<file path="src/hw/uart_pkg.sv">
// ============================
// serial side definitions
// frames are 8N1, lsb first, line idles high
// bit timing is a module parameter, not set here
// ============================

package uart_pkg;

    // one data byte on the line
    typedef logic [7:0] byte_t;

    // data bits per frame
    localparam int DATA_BITS = 8;

    // line levels of the framing bits
    localparam logic START_BIT = 1'b0;
    localparam logic STOP_BIT = 1'b1;

endpackage

</file>
<file path="src/hw/calc_pkg.sv">
// ============================
// calculator definitions
// command: ddd-ddd-ooo plus newline, 12 bytes
// reply: a, b, op code, result hi, result lo, newline
// operands wrap modulo 256
// ============================

package calc_pkg;

    typedef logic [7:0] operand_t;
    typedef logic [15:0] result_t;

    // codes are sent back as the third reply byte
    typedef enum logic [2:0] {
        OP_NONE = 3'd0,
        OP_ADD  = 3'd1,
        OP_SUB  = 3'd2,
        OP_MUL  = 3'd3,
        OP_DIV  = 3'd4
    } op_e;

    localparam int CMD_LEN = 12;
    localparam int REPLY_LEN = 6;

    // ascii of the command format
    localparam logic [7:0] ASCII_DASH = 8'h2d;
    localparam logic [7:0] ASCII_NL = 8'h0a;
    localparam logic [7:0] ASCII_ZERO = 8'h30;

    // operation words, first letter in the top byte
    localparam logic [23:0] WORD_ADD = "add";
    localparam logic [23:0] WORD_SUB = "sub";
    localparam logic [23:0] WORD_MUL = "mul";
    localparam logic [23:0] WORD_DIV = "div";

endpackage

</file>
<file path="src/hw/uart_rx.sv">
// ============================
// uart receiver, 8N1
// clks_per_bit must be 4 or more
// byte_valid pulses one cycle, byte_data holds until next frame
// frames with a low stop bit are dropped
// ============================
`timescale 1ns/1ps

module uart_rx #(
    parameter int clks_per_bit = 16
) (
    input  logic            clk,
    input  logic            reset,
    input  logic            rx,
    output logic            byte_valid,
    output uart_pkg::byte_t byte_data
);

    localparam int CNT_W = $clog2(clks_per_bit);
    localparam int BIT_W = $clog2(uart_pkg::DATA_BITS);

    typedef logic [CNT_W-1:0] cnt_t;
    typedef logic [BIT_W-1:0] bit_idx_t;
    typedef enum logic [1:0] {S_IDLE, S_START, S_DATA, S_STOP} state_e;

    state_e          state_q;
    cnt_t            cnt_q;
    bit_idx_t        bit_q;
    logic            rx_meta;
    logic            rx_sync;
    logic            valid_q;
    uart_pkg::byte_t shift_q;
    logic            bit_end;

    // full bit time elapsed
    assign bit_end = (cnt_q == cnt_t'(clks_per_bit - 1));

    // two flop synchronizer, idles high
    always_ff @(posedge clk) begin
        if (reset) begin
            rx_meta <= 1'b1;
            rx_sync <= 1'b1;
        end else begin
            rx_meta <= rx;
            rx_sync <= rx_meta;
        end
    end

    always_ff @(posedge clk) begin
        if (reset) begin
            state_q <= S_IDLE;
            cnt_q   <= '0;
            bit_q   <= '0;
            valid_q <= 1'b0;
        end else begin
            valid_q <= 1'b0;
            case (state_q)
                S_IDLE: begin
                    cnt_q <= '0;
                    if (rx_sync == uart_pkg::START_BIT) begin
                        state_q <= S_START;
                    end
                end
                S_START: begin
                    // confirm start at half a bit, glitches go back to idle
                    if (cnt_q == cnt_t'(clks_per_bit / 2 - 1)) begin
                        cnt_q   <= '0;
                        bit_q   <= '0;
                        state_q <= (rx_sync == uart_pkg::START_BIT) ? S_DATA : S_IDLE;
                    end else begin
                        cnt_q <= cnt_q + 1'b1;
                    end
                end
                S_DATA: begin
                    if (bit_end) begin
                        cnt_q <= '0;
                        if (bit_q == bit_idx_t'(uart_pkg::DATA_BITS - 1)) begin
                            state_q <= S_STOP;
                        end else begin
                            bit_q <= bit_q + 1'b1;
                        end
                    end else begin
                        cnt_q <= cnt_q + 1'b1;
                    end
                end
                S_STOP: begin
                    if (bit_end) begin
                        valid_q <= (rx_sync == uart_pkg::STOP_BIT);
                        state_q <= S_IDLE;
                    end else begin
                        cnt_q <= cnt_q + 1'b1;
                    end
                end
                default: state_q <= S_IDLE;
            endcase
        end
    end

    // lsb first, shift in from the top
    always_ff @(posedge clk) begin
        if (state_q == S_DATA && bit_end) begin
            shift_q <= {rx_sync, shift_q[uart_pkg::DATA_BITS-1:1]};
        end
    end

    assign byte_valid = valid_q;
    assign byte_data  = shift_q;

endmodule

</file>
<file path="src/hw/uart_tx.sv">
// ============================
// uart transmitter, 8N1
// tx_start is ignored while a frame is in flight
// tx_done pulses in the last cycle of the stop bit
// ============================
`timescale 1ns/1ps

module uart_tx #(
    parameter int clks_per_bit = 16
) (
    input  logic            clk,
    input  logic            reset,
    input  logic            tx_start,
    input  uart_pkg::byte_t tx_byte,
    output logic            tx_done,
    output logic            tx
);

    localparam int CNT_W = $clog2(clks_per_bit);
    localparam int BIT_W = $clog2(uart_pkg::DATA_BITS);

    typedef logic [CNT_W-1:0] cnt_t;
    typedef logic [BIT_W-1:0] bit_idx_t;
    typedef enum logic [1:0] {S_IDLE, S_START, S_DATA, S_STOP} state_e;

    state_e          state_q;
    cnt_t            cnt_q;
    bit_idx_t        bit_q;
    logic            tx_q;
    uart_pkg::byte_t shift_q;
    logic            bit_end;

    assign bit_end = (cnt_q == cnt_t'(clks_per_bit - 1));

    always_ff @(posedge clk) begin
        if (reset) begin
            state_q <= S_IDLE;
            cnt_q   <= '0;
            bit_q   <= '0;
            tx_q    <= uart_pkg::STOP_BIT;
        end else begin
            // bit timer runs in every state but idle
            cnt_q <= (state_q == S_IDLE || bit_end) ? '0 : cnt_q + 1'b1;
            case (state_q)
                S_IDLE: begin
                    if (tx_start) begin
                        tx_q    <= uart_pkg::START_BIT;
                        state_q <= S_START;
                    end
                end
                S_START: begin
                    if (bit_end) begin
                        tx_q    <= shift_q[0];
                        bit_q   <= '0;
                        state_q <= S_DATA;
                    end
                end
                S_DATA: begin
                    if (bit_end) begin
                        if (bit_q == bit_idx_t'(uart_pkg::DATA_BITS - 1)) begin
                            tx_q    <= uart_pkg::STOP_BIT;
                            state_q <= S_STOP;
                        end else begin
                            // shift_q moves on this same edge
                            tx_q  <= shift_q[1];
                            bit_q <= bit_q + 1'b1;
                        end
                    end
                end
                S_STOP: begin
                    if (bit_end) begin
                        state_q <= S_IDLE;
                    end
                end
                default: state_q <= S_IDLE;
            endcase
        end
    end

    always_ff @(posedge clk) begin
        if (state_q == S_IDLE && tx_start) begin
            shift_q <= tx_byte;
        end else if (state_q == S_DATA && bit_end) begin
            shift_q <= shift_q >> 1;
        end
    end

    assign tx_done = (state_q == S_STOP) && bit_end;
    assign tx      = tx_q;

endmodule

</file>
<file path="src/hw/calc_decode.sv">
// ============================
// command line parser
// format ddd-ddd-ooo then newline, checked per byte
// any newline restarts the line, bad lines are dropped
// bytes are discarded while a command is pending
// ============================
`timescale 1ns/1ps

module calc_decode (
    input  logic               clk,
    input  logic               reset,
    input  logic               byte_valid,
    input  uart_pkg::byte_t    byte_data,
    output logic               cmd_req,
    input  logic               cmd_ack,
    output calc_pkg::operand_t operand_a,
    output calc_pkg::operand_t operand_b,
    output calc_pkg::op_e      op
);

    localparam int IDX_W = $clog2(calc_pkg::CMD_LEN);

    typedef logic [IDX_W-1:0] idx_t;
    typedef enum logic [1:0] {D_IDLE, D_REQ, D_RELEASE} state_e;

    state_e             state_q;
    idx_t               idx_q;
    logic               err_q;
    calc_pkg::operand_t num_a_q;
    calc_pkg::operand_t num_b_q;
    logic [23:0]        word_q;
    calc_pkg::operand_t digit;
    logic               is_digit;
    logic               is_nl;
    logic               pos_ok;
    logic               last_pos;

    assign digit    = byte_data - calc_pkg::ASCII_ZERO;
    assign is_digit = (byte_data >= calc_pkg::ASCII_ZERO) &&
                      (byte_data <= calc_pkg::ASCII_ZERO + 8'd9);
    assign is_nl    = (byte_data == calc_pkg::ASCII_NL);
    assign last_pos = (idx_q == idx_t'(calc_pkg::CMD_LEN - 1));

    // expected byte class per position, newline handled apart
    always_comb begin
        case (idx_q)
            3, 7:     pos_ok = (byte_data == calc_pkg::ASCII_DASH);
            8, 9, 10: pos_ok = 1'b1;
            11:       pos_ok = 1'b0;
            default:  pos_ok = is_digit;
        endcase
    end

    always_ff @(posedge clk) begin
        if (reset) begin
            state_q <= D_IDLE;
            idx_q   <= '0;
            err_q   <= 1'b0;
        end else begin
            case (state_q)
                D_IDLE: begin
                    if (byte_valid && is_nl) begin
                        idx_q <= '0;
                        err_q <= 1'b0;
                        if (last_pos && !err_q) begin
                            state_q <= D_REQ;
                        end
                    end else if (byte_valid) begin
                        if (!pos_ok) begin
                            err_q <= 1'b1;
                        end
                        // overlong lines park on the last slot
                        if (!last_pos) begin
                            idx_q <= idx_q + 1'b1;
                        end
                    end
                end
                D_REQ: begin
                    if (cmd_ack) begin
                        state_q <= D_RELEASE;
                    end
                end
                D_RELEASE: begin
                    if (!cmd_ack) begin
                        state_q <= D_IDLE;
                    end
                end
                default: state_q <= D_IDLE;
            endcase
        end
    end

    // number accumulation wraps modulo 256
    always_ff @(posedge clk) begin
        if (state_q == D_IDLE && byte_valid) begin
            case (idx_q)
                0:        num_a_q <= digit;
                1, 2:     num_a_q <= num_a_q * 8'd10 + digit;
                4:        num_b_q <= digit;
                5, 6:     num_b_q <= num_b_q * 8'd10 + digit;
                8, 9, 10: word_q <= {word_q[15:0], byte_data};
                default:  word_q <= word_q;
            endcase
        end
    end

    always_comb begin
        case (word_q)
            calc_pkg::WORD_ADD: op = calc_pkg::OP_ADD;
            calc_pkg::WORD_SUB: op = calc_pkg::OP_SUB;
            calc_pkg::WORD_MUL: op = calc_pkg::OP_MUL;
            calc_pkg::WORD_DIV: op = calc_pkg::OP_DIV;
            default:            op = calc_pkg::OP_NONE;
        endcase
    end

    assign cmd_req   = (state_q == D_REQ);
    assign operand_a = num_a_q;
    assign operand_b = num_b_q;

endmodule

</file>
<file path="src/hw/calc_execute.sv">
// ============================
// four operation ALU
// add, sub, mul in one cycle, div takes 8 steps
// sub wraps mod 65536, div by zero gives 16'hffff
// new commands wait until the result side releases
// ============================
`timescale 1ns/1ps

module calc_execute (
    input  logic               clk,
    input  logic               reset,
    input  logic               cmd_req,
    output logic               cmd_ack,
    input  calc_pkg::operand_t operand_a,
    input  calc_pkg::operand_t operand_b,
    input  calc_pkg::op_e      op,
    output logic               res_req,
    input  logic               res_ack,
    output calc_pkg::operand_t res_a,
    output calc_pkg::operand_t res_b,
    output calc_pkg::op_e      res_op,
    output calc_pkg::result_t  res_value
);

    localparam int OP_W = $bits(calc_pkg::operand_t);

    typedef logic [$clog2(OP_W)-1:0] step_t;
    typedef enum logic [1:0] {E_IDLE, E_DIVIDE, E_REPORT, E_WAIT_REL} state_e;

    state_e             state_q;
    logic               ack_q;
    step_t              step_q;
    calc_pkg::operand_t rem_q;
    logic [OP_W:0]      shifted;
    logic               take;
    logic               accept;

    assign accept = (state_q == E_IDLE) && cmd_req && !ack_q;

    // restoring step, dividend shifts out of the low result byte
    assign shifted = {rem_q, res_value[OP_W-1]};
    assign take    = (shifted >= {1'b0, res_b});

    always_ff @(posedge clk) begin
        if (reset) begin
            state_q <= E_IDLE;
            ack_q   <= 1'b0;
            step_q  <= '0;
        end else begin
            if (accept) begin
                ack_q <= 1'b1;
            end else if (!cmd_req) begin
                ack_q <= 1'b0;
            end
            case (state_q)
                E_IDLE: begin
                    step_q <= '0;
                    if (accept) begin
                        state_q <= (op == calc_pkg::OP_DIV && operand_b != '0) ?
                                   E_DIVIDE : E_REPORT;
                    end
                end
                E_DIVIDE: begin
                    step_q <= step_q + 1'b1;
                    if (step_q == step_t'(OP_W - 1)) begin
                        state_q <= E_REPORT;
                    end
                end
                E_REPORT: begin
                    if (res_ack) begin
                        state_q <= E_WAIT_REL;
                    end
                end
                E_WAIT_REL: begin
                    if (!res_ack) begin
                        state_q <= E_IDLE;
                    end
                end
                default: state_q <= E_IDLE;
            endcase
        end
    end

    always_ff @(posedge clk) begin
        if (accept) begin
            res_a  <= operand_a;
            res_b  <= operand_b;
            res_op <= op;
            rem_q  <= '0;
            case (op)
                calc_pkg::OP_ADD: res_value <= operand_a + operand_b;
                calc_pkg::OP_SUB: res_value <= operand_a - operand_b;
                calc_pkg::OP_MUL: res_value <= operand_a * operand_b;
                calc_pkg::OP_DIV: res_value <= (operand_b == '0) ? 16'hffff : {8'h00, operand_a};
                default:          res_value <= '0;
            endcase
        end else if (state_q == E_DIVIDE) begin
            res_value[OP_W-1:0] <= {res_value[OP_W-2:0], take};
            rem_q <= take ? calc_pkg::operand_t'(shifted - {1'b0, res_b}) : shifted[OP_W-1:0];
        end
    end

    assign cmd_ack = ack_q;
    assign res_req = (state_q == E_REPORT);

endmodule

</file>
<file path="src/hw/calc_result.sv">
// ============================
// reply buffer and sender
// six bytes back to back, newline last
// acks a result only when the line is free
// ============================
`timescale 1ns/1ps

module calc_result (
    input  logic               clk,
    input  logic               reset,
    input  logic               res_req,
    output logic               res_ack,
    input  calc_pkg::operand_t res_a,
    input  calc_pkg::operand_t res_b,
    input  calc_pkg::op_e      res_op,
    input  calc_pkg::result_t  res_value,
    output logic               tx_start,
    output uart_pkg::byte_t    tx_byte,
    input  logic               tx_done
);

    typedef logic [$clog2(calc_pkg::REPLY_LEN)-1:0] idx_t;
    typedef enum logic [1:0] {R_IDLE, R_LOAD, R_SEND} state_e;

    state_e          state_q;
    idx_t            idx_q;
    logic            ack_q;
    logic            start_q;
    logic            take;
    uart_pkg::byte_t reply_q [calc_pkg::REPLY_LEN];

    assign take = (state_q == R_IDLE) && res_req && !ack_q;

    always_ff @(posedge clk) begin
        if (reset) begin
            state_q <= R_IDLE;
            idx_q   <= '0;
            ack_q   <= 1'b0;
            start_q <= 1'b0;
        end else begin
            start_q <= 1'b0;
            if (take) begin
                ack_q <= 1'b1;
            end else if (!res_req) begin
                ack_q <= 1'b0;
            end
            case (state_q)
                R_IDLE: begin
                    if (take) begin
                        idx_q   <= '0;
                        state_q <= R_LOAD;
                    end
                end
                R_LOAD: begin
                    // first byte goes out the cycle after the ack
                    start_q <= 1'b1;
                    state_q <= R_SEND;
                end
                R_SEND: begin
                    if (tx_done) begin
                        if (idx_q == idx_t'(calc_pkg::REPLY_LEN - 1)) begin
                            state_q <= R_IDLE;
                        end else begin
                            idx_q   <= idx_q + 1'b1;
                            start_q <= 1'b1;
                        end
                    end
                end
                default: state_q <= R_IDLE;
            endcase
        end
    end

    always_ff @(posedge clk) begin
        if (take) begin
            reply_q[0] <= res_a;
            reply_q[1] <= res_b;
            reply_q[2] <= uart_pkg::byte_t'(res_op);
            reply_q[3] <= res_value[15:8];
            reply_q[4] <= res_value[7:0];
            reply_q[5] <= calc_pkg::ASCII_NL;
        end
    end

    assign res_ack  = ack_q;
    assign tx_start = start_q;
    assign tx_byte  = reply_q[idx_q];

endmodule

</file>
<file path="src/hw/uart_calc_top.sv">
// ============================
// uart calculator top
// rx and tx idle high, 8N1
// clks_per_bit sets the baud rate, 4 or more
// ============================
`timescale 1ns/1ps

module uart_calc_top #(
    parameter int clks_per_bit = 16
) (
    input  logic clk,
    input  logic reset,
    input  logic rx,
    output logic tx
);

    logic               byte_valid;
    uart_pkg::byte_t    byte_data;
    logic               cmd_req;
    logic               cmd_ack;
    calc_pkg::operand_t operand_a;
    calc_pkg::operand_t operand_b;
    calc_pkg::op_e      op;
    logic               res_req;
    logic               res_ack;
    calc_pkg::operand_t res_a;
    calc_pkg::operand_t res_b;
    calc_pkg::op_e      res_op;
    calc_pkg::result_t  res_value;
    logic               tx_start;
    uart_pkg::byte_t    tx_byte;
    logic               tx_done;

    uart_rx #(
        .clks_per_bit(clks_per_bit)
    ) i_uart_rx (
        .clk        (clk),
        .reset      (reset),
        .rx         (rx),
        .byte_valid (byte_valid),
        .byte_data  (byte_data)
    );

    calc_decode i_calc_decode (
        .clk        (clk),
        .reset      (reset),
        .byte_valid (byte_valid),
        .byte_data  (byte_data),
        .cmd_req    (cmd_req),
        .cmd_ack    (cmd_ack),
        .operand_a  (operand_a),
        .operand_b  (operand_b),
        .op         (op)
    );

    calc_execute i_calc_execute (
        .clk        (clk),
        .reset      (reset),
        .cmd_req    (cmd_req),
        .cmd_ack    (cmd_ack),
        .operand_a  (operand_a),
        .operand_b  (operand_b),
        .op         (op),
        .res_req    (res_req),
        .res_ack    (res_ack),
        .res_a      (res_a),
        .res_b      (res_b),
        .res_op     (res_op),
        .res_value  (res_value)
    );

    calc_result i_calc_result (
        .clk        (clk),
        .reset      (reset),
        .res_req    (res_req),
        .res_ack    (res_ack),
        .res_a      (res_a),
        .res_b      (res_b),
        .res_op     (res_op),
        .res_value  (res_value),
        .tx_start   (tx_start),
        .tx_byte    (tx_byte),
        .tx_done    (tx_done)
    );

    uart_tx #(
        .clks_per_bit(clks_per_bit)
    ) i_uart_tx (
        .clk        (clk),
        .reset      (reset),
        .tx_start   (tx_start),
        .tx_byte    (tx_byte),
        .tx_done    (tx_done),
        .tx         (tx)
    );

endmodule

</file>
<file path="config.mk">
export PLATFORM = sky130hd
export DESIGN_NAME = uart_calc_top
export DESIGN_NICKNAME = d
export VERILOG_FILES = /design/src/hw/uart_pkg.sv /design/src/hw/calc_pkg.sv /design/src/hw/uart_rx.sv /design/src/hw/uart_tx.sv /design/src/hw/calc_decode.sv /design/src/hw/calc_execute.sv /design/src/hw/calc_result.sv /design/src/hw/uart_calc_top.sv
export SDC_FILE = /design/constraint.sdc
export NUM_CORES = 1
export LEC_CHECK = 0
export ABC_AREA = 1
export BUFFER_PORTS_ARGS = -buffer_cell sky130_fd_sc_hd__buf_2
export CORE_UTILIZATION = 68
export CTS_CLUSTER_DIAMETER = 30
export DETAILED_ROUTE_END_ITERATION = 7
export PLACE_DENSITY = 0.84
export RECOVER_POWER = 25
export SYNTH_ARGS = -nofsm -noshare
export SYNTH_HDL_FRONTEND = slang
export SYNTH_HIERARCHICAL = 1
export SYNTH_SLANG_ARGS = --single-unit
</file>
<file path="constraint.sdc">
create_clock -name clk -period 12.2 [get_ports clk]
set_clock_uncertainty 0.1 [all_clocks]
set_input_delay 0.61 -clock clk [delete_from_list [all_inputs] [get_ports clk]]
set_output_delay 0.61 -clock clk [all_outputs]
set_load 0.005 [all_outputs]
</file>
# [Yosys cells after proc, flatten, opt, wreduce, memory -nomap -nowiden]
# Memories as Yosys holds them, arrays and structs flattened. A register that Yosys moved wholly into a read port is not among the register bits.
# Cells that the tools add are included.
[totals] mem_count=1 reg_bits=141 wordCells=256 output_inout_bits=1 mem_bits_rw=48 input_bits=3
[mem_list] memory="i_calc_result.reply_q" words=6 word_bits=8 rd=1 rd_ports_with_merged_regs=1 write_ports=6 line="calc_result.sv:30" text="uart_pkg::byte_t reply_q [calc_pkg::REPLY_LEN];"
[classes] eq_ne=70 mul=3 addsub=13 n_reduce_logical=55 n_lt_le_gt_ge=3 n_mux=78 bitwise=2
[op_table] operator="24-bit by 23-bit equality test with 1-bit output, second input constant" count=4
[op_table] operator="16-bit case mux with 4 select lines" count=1
[op_table] operator="2-bit 2-to-1 mux" count=23
[op_table] operator="8-bit 2-to-1 mux" count=5
[op_table] operator="3-bit 2-to-1 mux" count=11
[op_table] operator="8-bit case mux with 2 select lines" count=2
[op_table] operator="2-bit by 1-bit inequality test with 1-bit output, second input constant" count=15
[op_table] operator="2-bit inequality test, second input constant" count=14
[op_table] operator="4-bit equality test, second input constant" count=6
[op_table] operator="4-bit 2-to-1 mux" count=6
[op_table] operator="2-bit case mux with 4 select lines" count=3
[op_table] operator="3-bit case mux with 2 select lines" count=4
[op_table] operator="4-bit AND reduction" count=6
[op_table] operator="4-bit by 3-bit equality test with 1-bit output, second input constant" count=5
[op_table] operator="2-bit nonzero test" count=9
[op_table] operator="8-bit adder" count=2
[op_table] operator="2-bit equality test, second input constant" count=8
[op_table] operator="8-bit by 3-bit multiplier with 7-bit output, second input constant" count=2
[op_table] operator="8-bit by 8-bit multiplier with 16-bit output" count=1
[op_table] operator="16-bit 2-to-1 mux" count=1
[op_table] operator="4-bit case mux with 4 select lines" count=1
[op_table] operator="3-bit equality test, second input constant" count=5
[op_table] operator="1-bit 2-to-1 mux" count=15
[op_table] operator="1-bit logical AND" count=13
[op_table] operator="other kinds (33)" count=62

# [Depth between registers and ports, before layout]
# Gate-level depths: netlist of the first run.
[logic_depth] ltp_word=7 mapped_depth=21 depth_no_buf=20

# [Hierarchy]
# The synthesis of the first run kept the hierarchy.
[by_module_without_submodules] mod="calc_execute" seq_area_each_um2=1331.3 area_each_um2=5662.9 cells_each=766 n_inst=1
[by_module_without_submodules] mod="calc_decode" seq_area_each_um2=1341.3 area_each_um2=3105.5 cells_each=349 n_inst=1
[by_module_without_submodules] mod="calc_result" seq_area_each_um2=1251.2 area_each_um2=1875.5 cells_each=174 n_inst=1
[by_module_without_submodules] mod="uart_tx" seq_area_each_um2=440.4 area_each_um2=943.4 cells_each=105 n_inst=1
[by_module_without_submodules] mod="uart_rx" seq_area_each_um2=480.5 area_each_um2=824.5 cells_each=87 n_inst=1

# [Worst setup path before layout of the first run]
# No wires, ideal clock.
[synth_path] path_type="register to register" startpoint="reg i_calc_decode.num_a_q[1], in the netlist i_calc_decode/operand_a[1]" endpoint="reg i_calc_execute.res_value[10] (data pin)" arrival_ns=4.101 setup_slack_ns=7.744 required_time_ns=11.845 stages_incl_launch_ff=18 n_path_buf=1 setup_time_ns=0.255 cell_sequence="edfxtp_1 clkbuf_1 nand2_1 fa_1 fa_1 inv_1 fa_1 inv_1 fa_1 inv_1 ha_1 a21oi_1 nor2_1 nor2_1 nand2_1 or2_1 nand3_1 nand2_1"
[synth_via] elab_chain_cells=2
[synth_rtl] item="start, declared" line="calc_decode.sv:29" text="calc_pkg::operand_t num_a_q;"
[synth_rtl] item="start signal, assigned" line="calc_decode.sv:97" text="0: num_a_q <= digit;"
[synth_rtl] item="start signal, assigned" line="calc_decode.sv:98" text="1, 2: num_a_q <= num_a_q * 8'd10 + digit;"
[synth_rtl] item="8-bit by 8-bit multiplier with 16-bit output or 8-bit by 8-bit subtractor with 9-bit output (tied branches)" line="calc_execute.sv:93, calc_execute.sv:92"
[synth_rtl] item="16-bit case mux with 4 select lines *" line="calc_execute.sv:90" text="case (op)"
[synth_rtl] item="end signal, assigned" line="calc_execute.sv:91" text="calc_pkg::OP_ADD: res_value <= operand_a + operand_b;"
[synth_rtl] item="end signal, assigned" line="calc_execute.sv:93" text="calc_pkg::OP_MUL: res_value <= operand_a * operand_b;"
[synth_rtl] item="end signal, assigned" line="calc_execute.sv:94" text="calc_pkg::OP_DIV: res_value <= (operand_b == '0) ? 16'hffff : {8'h00, operand_a};"
[synth_rtl] item="end, declared" line="calc_execute.sv:22" text="output calc_pkg::result_t res_value"
# Mark *: on every way between the ends. The rest lies on a longest branch, timed or not.
# A chain may end at the register's enable or synchronous reset.

# [Worst setup path in the final report of the first run]
# Ends and elaborated chain as after synthesis.

==> flow_metrics.tcl, run 1 <==
set metrics [dict create \
    outcome "finished, violations left" \
    violations "design-rule violations" \
    stdcell_area_sq_um 13190 \
    hold_depth 2 \
    drive_gt1_frac 0.07296 \
    swShare 0.3189 \
    fin_ws_ns 7.426 \
    dp_hpwl_um 19640 \
    ios 4 \
    dp_slack_ns 7.448 \
    clock_sinks 179 \
    first_global_vias 9492 \
    gp_congestion 0.9551 \
    cts_max_level 4 \
    hold_buffers 0 \
    vias 9795 \
    synth_edf_count 126 \
    vias_per_cell 5.685 \
    place_area_sq_um 12620 \
    finalSetupTns_ns 0 \
    synth_warnings 6 \
    final_nets 1643 \
    syn_nets 1643 \
    initialDrtViolationCount 716 \
    antenna_found_initial 0 \
    diodes 0 \
    grt.overflow.total 0 \
    power_frac_comb 0.244 \
    post_cts_buffers 0 \
    fp.dieH_um 137.1 \
    insertion_delay_ns 0.44 \
    synth_top_area_cell "edfxtp_1" \
    timing.final.hold_violations 0 \
    critPathKind "flip-flop to flip-flop" \
    syn_area_per_cell_sq_um 8.381 \
    seq_area_sq_um 4845 \
    clockBufferDepth 2 \
    port_buffers 3 \
    yosysMostFrequentCell "nand2_1" \
    cts_resized 0 \
    r2r.worst_path.cells 16 \
    fp.dieW_um 137.1 \
    setup_viol 0 \
    coreArea_sq_um 17900 \
    synth_cell_types 53 \
    clkTransAtPathRegs_ns 0.07 \
    max-vdd-ir-drop_mv 0.1287 \
    min_path_type "primary input to flip-flop" \
    p_leak_nw 6.332 \
    dr.pass1.iters 8 \
    start_util 0.6933 \
    report.final.slew_viol_count 0 \
    maxSlewHeadroom 0.09919 \
    multi_input_area_sq_um 6419 \
    tightest_slew_ns 1.351 \
    routed_wl_um 26520 \
    ys.flop_type "edfxtp_1" \
    synthTopCellsByArea "edfxtp_1 (30%), ha_1 (12%), nand2_1 (11%), dfxtp_1 (8.5%), inv_1 (7.6%)" \
    grt_pass1_wl_um 43380 \
    setup.worst_path.start_class "flip-flop" \
    clkPwrFrac 0.318 \
    cp_max_fo 16 \
    ant_nets 0 \
    syn_inst 1481 \
    critPathRequiredTime_ns 12.28 \
    post-route-min-period_ns 4.774 \
    syn_area_sq_um 12410 \
    ys_ff_latch 179 \
    p_int_w 0.001161 \
    setup.worst_path.end_class "flip-flop" \
    drc 1 \
    drv_cap 0 \
    cts_buffers 17 \
    area.growth.synth_to_final_pct 6.300 \
    dieArea_sq_um 18800 \
    grt_max_degree 41 \
    p_per_area_nw_per_um2 129.2 \
    root_buffer "clkbuf_16" \
    arrival_ns 4.86 \
    wire_per_inst_um 15.39 \
    rsz0062_at_grt "false" \
    row_count 49 \
    synth_top_area_frac 0.3048 \
    fill_cells 1329 \
    seqPwrFrac 0.439 \
    cts_tree "done" \
    power_switching_w 0.0005433 \
    synth_seq_area_share 0.3903 \
    fin_crit_sh 0.3913 \
    async_flop_share 0 \
    grt.total_usage 0.2999 \
    synth_common_cells "nand2_1 (359), inv_1 (252), edfxtp_1 (126)" \
    max_freq_mhz 209.5 \
]
-- metal layers --
layer	up-vias	GRT usage	wire, um
met5	-	0	0
met4	0	0.1508	898
met3	72	0.04407	1371
met2	349	0.5295	13470
met1	4580	0.3550	10780
li1	4794	-	-
-- critical path: stages (launching register included) --
cell and delay (ns):
edfxtp_1 0.84, nand2_1 0.16, fa_1 0.52, fa_1 0.54, inv_1 0.05, fa_1 0.52
inv_1 0.05, fa_1 0.52, inv_1 0.04, ha_1 0.33, a21oi_1 0.27, nor2_1 0.07
nor2_1 0.09, nand2_1 0.08, or2_1 0.21, nand3_1 0.06, nand2_1 0.05
-- logic make-up after synthesis --
group           after synthesis  synth area share
buf+inv                     299           0.09335
compound gates              139           0.06421
xor+xnor                     18           0.01270
mux                           7          0.006351
simple gates                680            0.2468
flops                       179            0.3903
fa+ha+maj                   159            0.1863
-- power by group through the flow --
| stage | clock (W) | combinational (W) | sequential, W |
|---|---|---|---|
| 2_1_floorplan | 0 | 0.000330 | 0.000749 |
| 3_3_place_gp | 0 | 0.000393 | 0.000757 |
| 3_5_place_dp | 0 | 0.000409 | 0.000760 |
| 4_1_cts | 0.000548 | 0.000416 | 0.000748 |
| 5_1_grt | 0.000571 | 0.000474 | 0.000755 |
| 6_report | 0.000541 | 0.000415 | 0.000748 |
-- area by class of cell --
type | count | share of cell area
Inverter | 274 | 0.07795
Clock inverter | 10 | 0.009483
Clock buffer | 22 | 0.03442
Timing Repair Buffer | 6 | 0.002750
Tap cell | 229 | 0.02172
Multi-Input combinational cell | 1003 | 0.4865
Sequential cell | 179 | 0.3672
-- stage by stage --
stage          instances    util  hold slack, ns  total power (W)
3_5_place_dp        1691  0.7047          0.3045         0.001169
4_1_cts             1723  0.7371          0.2479         0.001711
2_1_floorplan       1481       -          0.2895         0.001079
3_3_place_gp        1691  0.7047          0.2919         0.001151
6_report            1723  0.7370          0.2584         0.001704
5_1_grt             1723  0.7370          0.2509         0.001801
-- worst paths after layout --
check / slack [ns] / startpoint / endpoint
worst max-delay path: 7.43 / i_calc_decode/operand_a[1]$_DFFE_PP_ / i_calc_execute/res_value[10]$_DFFE_PP_
worst min-delay path: 0.26 / rx / i_uart_rx/rx_meta$_SDFF_PP1_
worst max register to register: 7.43 / i_calc_decode/operand_a[1]$_DFFE_PP_ / i_calc_execute/res_value[10]$_DFFE_PP_
worst min register to register: 0.31 / i_calc_execute/res_a[7]$_DFFE_PP_ / i_calc_result/reply_q[0][7]$_DFFE_PP_
-- flip-flops by register name (all words and copies together), names as in the netlist, 3 cells and up, named ones only --
signal and count:
i_calc_decode/idx_q 4, i_calc_decode/operand_a 8, i_calc_decode/operand_b 8, i_calc_decode/word_q 24
i_calc_execute/rem_q 8, i_calc_execute/res_a 8, i_calc_execute/res_b 8, i_calc_execute/res_op 3
i_calc_execute/res_value 16, i_calc_execute/step_q 3, i_calc_result/idx_q 3, i_calc_result/reply_q 35
i_uart_rx/bit_q 3, i_uart_rx/byte_data 8, i_uart_rx/cnt_q 4, i_uart_tx/bit_q 3
i_uart_tx/cnt_q 4, i_uart_tx/shift_q 8
-- placed cells by master, fill, tap and decap left out, types with 6 or more instances in the layout --
| cell | count |
|---|---|
| a21oi_1 | 56 |
| o21bai_1 | 7 |
| ha_1 | 116 |
| inv_2 | 22 |
| o21ai_1 | 19 |
| nand4_1 | 23 |
| nand2_2 | 10 |
| inv_1 | 252 |
| fa_1 | 43 |
| nand2_1 | 359 |
| clkbuf_16 | 17 |
| o21ai_0 | 31 |
| nor2_4 | 6 |
| mux2_2 | 7 |
| xor2_1 | 10 |
| nand3b_1 | 7 |
| xnor2_1 | 8 |
| nor3_1 | 17 |
| dfxtp_1 | 53 |
| nor2_1 | 102 |
| nand3_1 | 122 |
| edfxtp_1 | 126 |
No activity file was read; power rests on OpenSTA's default activity.
==> run 2: changes to the inputs <==
ABC_AREA = 0   (was 1)
CORE_UTILIZATION = 65   (was 68)
PLACE_DENSITY = 0.81   (was 0.84)
clock period = 4.8 ns   (was 12.2 ns; I/O delays follow)
==> run 2 against run 1 <==
- the flow finishes with violations (max-capacitance violations, max-slew violations)
- worst setup slack lost 7.3 ns
- count of clock-buffer cells in the layout decreased by 4
- critical path depth shrank 1
- die area decreased by 0.42%
- sequential power up 150%
- clock power rose by 150%
- wire length is 3.8% lower
- sequential share of layout area is 0.74 points higher
- area after synthesis down 4.8%
- via count is 15% lower
- global-route usage down 0.99 points
- final cell count shrank 20%
- highest routed layer unchanged
==> flow_metrics.tcl, run 2 <==
set metrics [dict create \
    outcome "finished, violations left" \
    violations "max-capacitance violations, max-slew violations" \
    clkTransAtPathRegs_ns 0.07 \
    drv_cap 1 \
    fill_cells 1193 \
    grt.total_usage 0.2900 \
    synth_top_area_cell "edfxtp_1" \
    largest_reg_flops 35 \
    syn_nets 1264 \
    final_nets 1299 \
    fin_crit_sh 0.9834 \
    ys_ff_latch 179 \
    max_stage_delay_ns 0.54 \
    ys.flop_type "edfxtp_1" \
    fp.dieW_um 136.8 \
    vias_per_cell 6.089 \
    fp.dieH_um 136.8 \
    dp_cells 1328 \
    setup_viol 0 \
    synth_seq_area_share 0.4101 \
    clockBufferDepth 2 \
    timing.final.hold_violations 0 \
    routed_wl_um 25520 \
    post-route-min-period_ns 4.720 \
    synth_edf_count 126 \
    report.final.slew_viol_count 46 \
    drc 0 \
    route.top_layer_used "met4" \
    area.growth.synth_to_final_pct 9.480 \
    async_flop_share 0 \
    synth_warnings 6 \
    coreArea_sq_um 17540 \
    arrival_ns 4.77 \
    cts_buffers 17 \
    dp_hpwl_um 18910 \
    dieArea_sq_um 18720 \
    synth_cell_types 85 \
    grt.overflow.total 0 \
    max_freq_mhz 211.9 \
    diodes 0 \
    cts_tree "done" \
    insertion_delay_ns 0.44 \
    grt_pass1_wl_um 41360 \
    port_buffers 3 \
    grt_max_degree 46 \
    whs_ns 0.3083 \
    syn_area_per_cell_sq_um 10.72 \
    synthTopCellsByArea "edfxtp_1 (32%), ha_1 (12%), dfxtp_1 (9.0%), fa_1 (7.3%), inv_1 (3.5%)" \
    min_path_type "flip-flop to flip-flop" \
    cpMostUsedCell "fa_1" \
    met1_length_um 10780 \
    vias 8372 \
    setup.worst_path.start_class "flip-flop" \
    wire_per_inst_um 18.56 \
    initialDrtViolationCount 636 \
    cts_max_level 4 \
    cp_max_fo 4 \
    met3_length_um 1276 \
    ios 4 \
    largest_register "i_calc_result/reply_q" \
    clock_sinks 179 \
    dr.pass1.iters 5 \
    start_util 0.6736 \
    ant_nets 0 \
    crit_path_top_delay_cell "fa_1" \
    max-vdd-ir-drop_mv 0.3465 \
    first_global_vias 8441 \
    p_leak_nw 5.201 \
    antenna_found_initial 0 \
    gp_congestion 0.8993 \
    timing.critical_path.cells "buf_6 -> and2_1 -> fa_1 -> fa_1 -> fa_1 -> inv_2 -> fa_1 -> inv_2 -> ha_4 -> o21ai_1 -> o22ai_1 -> or3_1 -> a21oi_2 -> xor2_1 -> o21ai_1" \
    wl_met2_um 12980 \
    root_buffer "clkbuf_16" \
    tightest_slew_ns 1.896 \
    row_count 48 \
    critPathRequiredTime_ns 4.85 \
    p_per_area_nw_per_um2 305.6 \
    fin_cells 1375 \
    syn_inst 1102 \
    drive_gt1_frac 0.1148 \
    final_cell_mix "edfxtp_1 (126), ha_1 (109), inv_1 (107)" \
    reg_top3 "i_calc_result/reply_q: 35 flops, i_calc_decode/word_q: 24 flops, i_calc_execute/res_value: 16 flops" \
    critPathKind "flip-flop to flip-flop" \
    setup.worst_path.end_class "flip-flop" \
    final_common_cell "edfxtp_1" \
    synth_common_cells "edfxtp_1 (126), ha_1 (116), inv_1 (109)" \
    maxSlewHeadroom -0.2639 \
    syn_area_sq_um 11810 \
    synth_top_area_frac 0.3203 \
    yosysMostFrequentCell "edfxtp_1" \
]
==> run 2: layer usage <==
metal	vias to the layer above	GRT usage
met4	0	0.09951
met3	46	0.05000
met5	-	0
li1	4031	-
met1	4063	0.3601
met2	232	0.5099
==> run 2: worst max-delay path: cells and delay by family, from the launching register on <==
| kind | cells | cell delay (ns) |
|---|---|---|
| adder cells (fa/ha/maj) | 5 | 2.36 |
| XOR/XNOR | 1 | 0.18 |
| AND/OR/NAND/NOR | 2 | 0.56 |
| flip-flops | 1 | 0.47 |
| AO/OA/AOI/OAI | 4 | 0.50 |
| buffers and inverters | 3 | 0.25 |
==> run 2: what timing repair did <==
action	4_1_cts	5_1_grt
pin swaps	0	11
hold endpoints to repair	1	0
gates resized for setup	1	23
setup endpoints to repair	2	6
hold buffers	1	0
buffers inserted	9	5
==> run 2: final cells by class <==
cell class / count / area, sq um / area share
Timing Repair Buffer: 44 / 331.6 / 0.02564
Inverter: 109 / 409.1 / 0.03164
Clock buffer: 18 / 450.4 / 0.03483
Tap cell: 225 / 281.5 / 0.02177
Multi-Input combinational cell: 786 / 6496 / 0.5023
Clock inverter: 14 / 118.9 / 0.009191
Sequential cell: 179 / 4845 / 0.3746
==> run 2: final timing paths <==
check	end	slack [ns]	startpoint	depth (start not counted)
hold reg to reg	i_calc_result/reply_q[0][5]$_DFFE_PP_	0.31	i_calc_execute/res_a[5]$_DFFE_PP_	0
hold / removal	i_calc_result/reply_q[0][5]$_DFFE_PP_	0.31	i_calc_execute/res_a[5]$_DFFE_PP_	0
setup reg to reg	i_calc_execute/res_value[12]$_DFFE_PP_	0.08	i_calc_decode/operand_b[2]$_DFFE_PP_	15
setup / recovery	i_calc_execute/res_value[12]$_DFFE_PP_	0.08	i_calc_decode/operand_b[2]$_DFFE_PP_	15
==> run 2: kinds of logic after synthesis <==
logic type / share of synthesized area
AOI/OAI and AO/OA: 0.1308
xor gates and xnor gates: 0.03337
adders and majority gates: 0.1957
buffers and inverters: 0.04862
DFF: 0.4101
muxes: 0.03093
and+or+nand+nor: 0.1504
==> run 2: report_power, final <==
part	internal, W	switching, W	total, W	leakage (nW)
registers	0.00179	0.0000749	0.00186	1.55
clock network	0.000709	0.000635	0.00134	0.288
logic	0.000311	0.000433	0.000744	3.36
total	0.00281	0.00114	0.00395	5.20
==> run 2: stage by stage <==
stage	total power (W)	cell area, sq um	utilization	setup TNS (ns)	worst slack (ns)
2_1_floorplan	0.002487	11810	-	0	0.1546
3_3_place_gp	0.002605	12140	0.6925	0	0.1277
3_5_place_dp	0.002638	12140	0.6925	-0.03642	-0.02051
4_1_cts	0.003973	12800	0.7297	0	0.02536
5_1_grt	0.004121	12930	0.7374	-0.06935	-0.02916
6_report	0.003952	12930	0.7374	0	0.07969
